### config.mk
export PLATFORM = sky130hd
export DESIGN_NAME = phase_accum
export DESIGN_NICKNAME = d
export VERILOG_FILES = /design/src/rtl/cordic_pkg.sv /design/src/rtl/phase_accum.sv
export SDC_FILE = /design/constraint.sdc
export NUM_CORES = 1
export LEC_CHECK = 0
export BUFFER_PORTS_ARGS = -buffer_cell sky130_fd_sc_hd__buf_2
export CORE_MARGIN = 2
export CORE_UTILIZATION = 35
export CTS_BUF_LIST = sky130_fd_sc_hd__clkbuf_8
export DETAILED_ROUTE_END_ITERATION = 6
export GPL_ROUTABILITY_DRIVEN = 0
export PLACE_DENSITY = 0.62
export SLEW_MARGIN = 25
export SYNTH_ARGS = -nofsm -noshare
export SYNTH_HDL_FRONTEND = slang
export SYNTH_SLANG_ARGS = --single-unit
### constraint.sdc
create_clock -name clk -period 5.51 [get_ports clk]
set_input_delay 0.8265 -clock clk [delete_from_list [all_inputs] [get_ports clk]]
set_output_delay 0.8265 -clock clk [all_outputs]
set_load 0.1 [all_outputs]
### src/rtl/cordic_pkg.sv
// CORDIC frequency shifter shared definitions
// Sample and phase widths, stage count, gain correction and arctangent table
package cordic_pkg;

  localparam int SAMPLE_WIDTH = 16;
  // Full circle is 2**PHASE_WIDTH
  localparam int PHASE_WIDTH = 24;
  // Stages after stage 0
  localparam int CORDIC_STAGES = 19;

  // atan(2**-i) in units of the folded 23-bit phase, quarter circle first
  localparam logic [PHASE_WIDTH-2:0] ATAN_TABLE [0:23] = '{
    23'd2097152, 23'd1238021, 23'd654136, 23'd332050,
    23'd166669,  23'd83416,   23'd41718,  23'd20860,
    23'd10430,   23'd5215,    23'd2608,   23'd1304,
    23'd652,     23'd326,     23'd163,    23'd81,
    23'd41,      23'd20,      23'd10,     23'd5,
    23'd3,       23'd1,       23'd1,      23'd0
  };

  // Inverse CORDIC gain, unsigned Q1.15 (about 0.6073)
  localparam logic [SAMPLE_WIDTH-1:0] GAIN_COMP = 16'd19899;
  localparam int GAIN_SHIFT = 15;

  // Accumulator, compensator, fold register and the stage chain
  localparam int PIPE_LATENCY = CORDIC_STAGES + 3;

endpackage

### src/rtl/phase_accum.sv
// Phase accumulator
// Hands each strobed sample the running phase, then steps by freq
module phase_accum (
  input  logic                                clk,
  input  logic                                reset,
  input  logic                                enable,
  input  logic                                strobe_in,
  input  logic                                last_in,
  input  logic signed [cordic_pkg::PHASE_WIDTH-1:0] freq,
  output logic [cordic_pkg::PHASE_WIDTH-1:0]   phase,
  output logic                                phase_strobe,
  output logic                                phase_last
);

  logic [cordic_pkg::PHASE_WIDTH-1:0] acc;

  always_ff @(posedge clk) begin
    if (reset) begin
      acc          <= '0;
      phase        <= '0;
      phase_strobe <= 1'b0;
      phase_last   <= 1'b0;
    end else if (enable) begin
      phase_strobe <= strobe_in;
      if (strobe_in) begin
        phase      <= acc;
        phase_last <= last_in;
        // Restart the tone after the end of a packet
        if (last_in) begin
          acc <= '0;
        end else begin
          acc <= acc + freq;
        end
      end
    end
  end

endmodule

==> results.sh <==
export IMPL_period_share=0.500
export IMPL_cts_buffers=5
export IMPL_final_area_sq_mm=0.00336
export IMPL_endpoint_kind="register"
export IMPL_rsz0062_at_grt="no"
export IMPL_areaGrowthSynthToFinish_pct=15.7
export IMPL_ys_seq_area_frac=0.345
export IMPL_grtUsageTotal=0.153
export IMPL_yosysTopAreaCellShare=0.345
export IMPL_fmax_ghz=0.363
export IMPL_grt_max_degree=38
export IMPL_synth_cells=354
export IMPL_ys_warn_count=0
export IMPL_cp_max_fo=3
export IMPL_synth_edf_count=0
export IMPL_ant_nets=0
export IMPL_yosysTopAreaCell="dfxtp_1"
export IMPL_holdBufCountCts=0
export IMPL_post_place_ws_ns=2.44
export IMPL_first_iter_violations=170
export IMPL_die_x_um=95.1
export IMPL_portBuffers=54
export IMPL_slew_headroom=0.430
export IMPL_cellPowerDensity_mw_per_mm2=234
export IMPL_first_pass_iters=5
export IMPL_grt_pass1_vias=2326
export IMPL_wl_um=6750
export IMPL_start_util=0.357
export IMPL_hold_viol=0
export IMPL_diodes=0
export IMPL_fin_hold_ws_ns=0.454
export IMPL_post_route_min_period_ns=2.76
export IMPL_layout_common_cells="nand2_1 (64), buf_2 (54), a21oi_1 (53), dfxtp_1 (50), ha_1 (23)"
export IMPL_cts_tree="yes"
export IMPL_max_cap_viol_count=0
export IMPL_h_tree_depth=2
export IMPL_syn_avg_cell_area_sq_um=8.20
export IMPL_worst_pin_slew_ns=0.851
export IMPL_cp_start_kind="input pin"
export IMPL_cts_root_buf="clkbuf_8"
export IMPL_setup_tns_ns=0
export IMPL_clock_path_buffers=2
export IMPL_power_uw=784
export IMPL_finalSetupViolations=0
export IMPL_drive_gt1_frac=0.195
export IMPL_ys_ff_latch=50
export IMPL_grt_overflow=0
export IMPL_pin_count=55
export IMPL_fin_ws_ns=2.75
export IMPL_clock_sinks=50
export IMPL_grt_pass1_wl_um=11100
export IMPL_finalMaxSlewViolations=0
export IMPL_hold_class="register to register"
export IMPL_wl_per_cell_um=13.3
export IMPL_synthTopCellsByArea="dfxtp_1 (34%), ha_1 (9.9%), a21oi_1 (9.1%), nand2_1 (8.3%), xnor2_1 (4.5%)"
export IMPL_antenna_found_initial=0
export IMPL_finalNetCount=453
export IMPL_row_count=33
export IMPL_layout_commonest_cell="nand2_1"
export IMPL_cp_required_ns=5.71
export IMPL_cp_arrival_ns=2.95
export IMPL_cts_resized_gates=0
export IMPL_dieArea_sq_mm=0.00903
export IMPL_synth_cell_types=43
export IMPL_fillers=864
export IMPL_fp_coreArea_sq_mm=0.00813
export IMPL_post_dp_cell_area_sq_mm=0.00325
export IMPL_path_clk_slew_ns=0.09
export IMPL_async_reset_ff_frac=0
export IMPL_synthesis_nets=407
export IMPL_chipHeight_um=95.1
export IMPL_clk_latency_ns=0.30
export IMPL_dp_hpwl_um=5230
export IMPL_skew_ns=0.00554
export IMPL_vias=2643
export IMPL_syn_cell_area_sq_mm=0.00290
export IMPL_status="finished, final reports clean"
export IMPL_leakage_nw=1.49
export IMPL_worstSetupPathType="input pin to register"
export IMPL_ir_worst_vdd_uv=95.3
export IMPL_viasPerCell=5.22
export IMPL_ys_dominant_reg_cell="dfxtp_1"
export IMPL_post_cts_buffers=0
export IMPL_drc=0
[flip-flops by register name, summed over array words and instances (netlist names)]
register	flops
phase	24
phase_strobe	1
acc	24
phase_last	1
[critical path, cell delays in order]
cell,delay (ns)
buf_2,0.10
ha_1,0.22
fa_1,0.46
a21oi_2,0.18
o211ai_2,0.13
a211oi_1,0.36
nor2_1,0.14
a31oi_1,0.24
xnor2_1,0.09
a22o_1,0.19
[area by class of cell]
cell class,instances,area [sq um],area share
Sequential cell,50,1000,0.298
Timing Repair Buffer,57,293,0.0872
Inverter,6,22.5,0.00671
Tap cell,105,131,0.0391
Clock inverter,3,40.0,0.0119
Multi-Input combinational cell,280,1800,0.536
Clock buffer,5,68.8,0.0205
[metal layers]
layer / up-vias / GRT usage / wire length [um]
met5: - / 0 / 0
met4: 0 / 0.0399 / 52
met3: 4 / 0.0237 / 298
met2: 61 / 0.236 / 3030
met1: 1215 / 0.222 / 3380
li1: 1363 / - / -
[Yosys cell counts, types with 3 or more instances]
library cell and number:
nand2_1 64, a21oi_1 53, dfxtp_1 50, ha_1 23, nor2_1 20, clkbuf_1 15
xnor2_1 15, a22o_1 14, a21o_1 10, o21ai_0 10, a22oi_1 7, and3_1 6
inv_1 6, nand3_1 6, a31oi_1 5, xor2_1 5, nand2b_1 4, nand4_1 4
nor3_1 4, nor2b_1 3, o21bai_1 3
[final timing paths]
| path | startpoint | end | slack [ns] | cells past startpoint |
|---|---|---|---|---|
| max | freq[0] | acc[16]$_SDFFE_PP0P_ | 2.75 | 10 |
| min | phase[3]$_SDFFE_PP0P_ | phase[3]$_SDFFE_PP0P_ | 0.45 | 2 |
| max reg2reg | acc[0]$_SDFFE_PP0P_ | acc[16]$_SDFFE_PP0P_ | 3.05 | 9 |
| min reg2reg | phase[3]$_SDFFE_PP0P_ | phase[3]$_SDFFE_PP0P_ | 0.45 | 2 |
[metrics by stage]
step,std cells,util
after CTS,506,0.413
after floorplan,354,-
after global routing,506,0.413
after detailed placement,498,0.399
after global placement,498,0.399
final,506,0.413
[power by group]
part           total [mW]  internal (mW)  switching [mW]  leakage (nW)
registers           0.378          0.370         0.00772         0.405
logic               0.156         0.0569          0.0995          1.03
clock network       0.250          0.134           0.116        0.0579
total               0.784          0.561           0.223          1.49
[cell families after synthesis]
logic type / share of synthesized area
xor+xnor: 0.0604
flops: 0.345
fa+ha+maj: 0.106
simple gates: 0.179
buf+inv: 0.0345
mux: 0.00388
compound gates: 0.272
No activity file was read; power rests on OpenSTA's default activity.
