==> src/rtl/cordic_pkg.sv <==
// CORDIC frequency shifter shared definitions
// Sample and phase widths, stage count, gain correction and arctangent table
package cordic_pkg;

  localparam int SAMPLE_WIDTH = 16;
  // Full circle is 2**PHASE_WIDTH
  localparam int PHASE_WIDTH = 24;
  // Stages after stage 0
  localparam int CORDIC_STAGES = 19;

  // atan(2**-i) in units of the folded 23-bit phase, quarter circle first
  localparam logic [PHASE_WIDTH-2:0] ATAN_TABLE [0:23] = '{
    23'd2097152, 23'd1238021, 23'd654136, 23'd332050,
    23'd166669,  23'd83416,   23'd41718,  23'd20860,
    23'd10430,   23'd5215,    23'd2608,   23'd1304,
    23'd652,     23'd326,     23'd163,    23'd81,
    23'd41,      23'd20,      23'd10,     23'd5,
    23'd3,       23'd1,       23'd1,      23'd0
  };

  // Inverse CORDIC gain, unsigned Q1.15 (about 0.6073)
  localparam logic [SAMPLE_WIDTH-1:0] GAIN_COMP = 16'd19899;
  localparam int GAIN_SHIFT = 15;

  // Accumulator, compensator, fold register and the stage chain
  localparam int PIPE_LATENCY = CORDIC_STAGES + 3;

endpackage

==> src/rtl/gain_comp.sv <==
// Gain compensator
// Scales I and Q by the inverse CORDIC gain ahead of the rotator
module gain_comp (
  input  logic                                        clk,
  input  logic                                        reset,
  input  logic                                        enable,
  input  logic                                        strobe_in,
  input  logic signed [cordic_pkg::SAMPLE_WIDTH-1:0]  i_in,
  input  logic signed [cordic_pkg::SAMPLE_WIDTH-1:0]  q_in,
  output logic signed [cordic_pkg::SAMPLE_WIDTH-1:0]  i_comp,
  output logic signed [cordic_pkg::SAMPLE_WIDTH-1:0]  q_comp
);

  logic signed [2*cordic_pkg::SAMPLE_WIDTH:0] i_prod;
  logic signed [2*cordic_pkg::SAMPLE_WIDTH:0] q_prod;

  // Gain is unsigned, so a zero is prepended before the signed multiply
  assign i_prod = i_in * $signed({1'b0, cordic_pkg::GAIN_COMP});
  assign q_prod = q_in * $signed({1'b0, cordic_pkg::GAIN_COMP});

  always_ff @(posedge clk) begin
    if (reset) begin
      i_comp <= '0;
      q_comp <= '0;
    end else if (enable && strobe_in) begin
      // Arithmetic shift by GAIN_SHIFT, truncated to the sample width
      i_comp <= i_prod[cordic_pkg::GAIN_SHIFT +: cordic_pkg::SAMPLE_WIDTH];
      q_comp <= q_prod[cordic_pkg::GAIN_SHIFT +: cordic_pkg::SAMPLE_WIDTH];
    end
  end

endmodule

==> config.mk <==
export PLATFORM = sky130hd
export DESIGN_NAME = gain_comp
export DESIGN_NICKNAME = d
export VERILOG_FILES = /design/src/rtl/cordic_pkg.sv /design/src/rtl/gain_comp.sv
export SDC_FILE = /design/constraint.sdc
export NUM_CORES = 1
export LEC_CHECK = 0
export BUFFER_PORTS_ARGS = -buffer_cell sky130_fd_sc_hd__buf_4
export CELL_PAD_IN_SITES_DETAIL_PLACEMENT = 1
export CELL_PAD_IN_SITES_GLOBAL_PLACEMENT = 1
export CORE_MARGIN = 2
export CORE_UTILIZATION = 55
export DETAILED_ROUTE_END_ITERATION = 8
export PLACE_DENSITY_LB_ADDON = 0.05
export SYNTH_ARGS = -nofsm -noshare
export SYNTH_HDL_FRONTEND = slang
export SYNTH_SLANG_ARGS = --single-unit
==> constraint.sdc <==
create_clock -name clk -period 14.9 [get_ports clk]
set_input_delay 0.745 -clock clk [delete_from_list [all_inputs] [get_ports clk]]
set_output_delay 0.745 -clock clk [all_outputs]
set_load 0.005 [all_outputs]
==> results_dict.tcl <==
set metrics [dict create \
    multi_input_area_sq_um 11000 \
    std_cell_rows 55 \
    floorplan.die.height_microns 157 \
    post_synth.cell_area_avg_sq_um 9.43 \
    clock_latency_ps 280 \
    detail_route.drc_violations 0 \
    crit_path_end_kind "flop" \
    clk_pin_slew_worst_paths_ps 50 \
    post_cts.resized_instances 0 \
    grt_antenna_before_repair 0 \
    global_route.usage.met2_pct 50.0 \
    detailedPlacementHpwl_mm 29.9 \
    overall_overflow_remaining_after_global_route 0 \
    rsz0062_at_grt "false" \
    antennaDiodeCount 0 \
    numPortBuffers 67 \
    max_slew_margin_vs_limit_pct 18.8 \
    track_usage_pct 29.1 \
    cpMostUsedCell "sky130_fd_sc_hd__fa_1" \
    cts_made_buffers 5 \
    reg2reg_depth 2 \
    synthesis.instances 1364 \
    drt-wirelength-per-cell_microns 19.4 \
    nets 1947 \
    fillers 2654 \
    timing.final.hold_violations 0 \
    finalWeightedCongestion 0.935 \
    synthArstFlopShare_pct 0 \
    cp.buffers_inverters 4 \
    synth.yosys.seq_area_share_pct 4.98 \
    finalClockSkew_ps 0 \
    vias 9687 \
    cpMaxStageDelayCell "sky130_fd_sc_hd__fa_1" \
    setup_violations 0 \
    rrSetupSlack_ps 14010 \
    yosysUniqueCellTypes 67 \
    ant_nets 0 \
    wire_length_of_the_first_global_routing_pass_mm 55.7 \
    slowest_delay_ps 510 \
    synth-warning-count 0 \
    cp_data_arrival_time_ps 6100 \
    cts.hold.buffers_added 0 \
    timing.critical_path.from "q_in[15]" \
    critical_path_class "input port to flop" \
    data_required_time_at_the_worst_endpoint_ps 15030 \
    drv.max_cap_violation_count 0 \
    kind_of_start_point_of_the_critical_path "input port" \
    worst_slew_pin_slew_ps 1210 \
    maximum_number_of_pins_on_one_net_before_global_route_repair 36 \
    postSynth.topFlopCell "sky130_fd_sc_hd__dfxtp_1" \
    max_clock_freq_mhz 167 \
    core-area_sq_um 22800 \
    detail_route.iter0.violations 426 \
    cts_buffer_depth 2 \
    start_util_pct 56.5 \
    synth-edff-count 0 \
    h-tree-depth 2 \
    final-seq-area_sq_um 641 \
    detail_route.wirelength_mm 33.5 \
    synth.cell_area_sq_um 12900 \
    clock-sinks 32 \
    area_growth_pct 7.59 \
    drive_above_1_share_pct 7.48 \
    run_status "finished clean" \
    postSynthNetCount 1894 \
    drt-pass1-iter-count 6 \
    tritoncts "built" \
    post_cts.repair.setup_buffers 0 \
    final_max_slew_viol_count 0 \
    synth_seq_cells 32 \
    top_family_by_delay_on_critical_path "adder cells" \
    worstReg2RegStart "i_comp[5]" \
    clk_root_buffer_cell "sky130_fd_sc_hd__clkbuf_16" \
    rr_endpoint "i_comp[5]" \
    layout_common_cells "sky130_fd_sc_hd__inv_1, sky130_fd_sc_hd__ha_1, sky130_fd_sc_hd__fa_1, sky130_fd_sc_hd__buf_4, sky130_fd_sc_hd__nand2_1" \
    path_cells "buf_4 -> ha_1 -> inv_1 -> fa_1 -> fa_1 -> fa_1 -> fa_1 -> inv_1 -> fa_1 -> inv_1 -> ha_1 -> nand4_1 -> nor4_1 -> o31ai_1 -> nand4_1 -> o21ba_2 -> xnor2_1 -> o21ai_0" \
    first_global_vias 10800 \
    design.die.area_sq_um 24600 \
    avgViaCountPerCell 5.60 \
    final.period_utilization_pct 40.1 \
    die_x_microns 157 \
    worst_hold_path_type "flop to flop" \
    worstPathMaxFanout 35 \
    grt_use_met1_pct 40.0 \
    grt_most_used_layer "met2" \
    setup-tns-final_ps 0 \
    worstSetupPathDepth 18 \
    layout_commonest_cell "sky130_fd_sc_hd__inv_1" \
    endpoint "q_comp[12]" \
    layout_min_cycle_time_ps 5970 \
    design.portCount 68 \
    globalRouteMet3Util_pct 3.41 \
]
==> layer usage <==
layer  part of all wire (%)  vias to the layer above
met2                     48                      173
met1                     46                     4922
li1                       -                     4549
met3                    3.5                       43
met4                    1.7                        0
met5                      0                        -
==> worst reg2reg max path, cell delays in order, from the launching register on <==
cell                      delay [ps]
sky130_fd_sc_hd__dfxtp_1         350
sky130_fd_sc_hd__nor3b_1         150
sky130_fd_sc_hd__a211o_1         280
==> per-stage QoR <==
step	hold slack, ps	worst slack (ps)	cells	util (%)	cell area (sq um)
6_report	460	8930	1731	60.8	13800
5_1_grt	500	8590	1731	60.8	13800
4_1_cts	465	8980	1731	60.8	13800
3_5_place_dp	453	8740	1723	60.0	13700
3_3_place_gp	440	8770	1723	60.0	13700
2_1_floorplan	444	9580	1364	-	12900
==> synthesized netlist by cell type (all sizes together), types with 7 or more instances <==
cell type,count,area [sq um]
inv,307,1150
ha,292,3650
fa,202,4040
a21oi,59,325
nand2,58,218
a21o,50,375
xor2,49,429
o21ai,44,224
nor2,40,153
dfxtp,32,641
xnor2,27,236
nand3,23,120
clkbuf,16,60.1
nand4,15,100
nor3,15,80.1
or2,11,68.8
and3,9,56.3
nor2b,8,50.1
nor3b,8,65.1
a31oi,7,43.8
==> state kept, by name, summed over array words and instances (netlist names) <==
signal and count:
q_comp 16, i_comp 16
==> layout make-up <==
class,instances,share of cell area [%]
clock buffer,6,0.931
sequential,32,4.63
tap,313,2.83
timing repair buffer,68,3.69
clock inverter,2,0.253
multi-input combinational,1003,79.3
inverter,307,8.33
==> worst min path at each step <==
stage	start	cells past startpoint	end
floorplan	i_comp[11]	2	i_comp[11]
global placement	q_comp[2]	2	q_comp[2]
detailed placement	q_comp[5]	2	q_comp[5]
CTS	q_comp[5]	2	q_comp[5]
global route	q_comp[5]	2	q_comp[5]
finish	q_comp[5]	2	q_comp[5]
==> logic make-up after synthesis <==
family                     synth area share, %
buffers and inverters                     9.66
muxes                                    0.321
AOI/OAI and AO/OA                         11.1
adders and majority gates                 59.8
xor gates and xnor gates                  5.18
DFF                                       4.98
and+or+nand+nor                           8.92
Power is left out: the tool's default activity adds up to more than one toggle a clock period on the data nets, which glitch-free logic cannot reach.
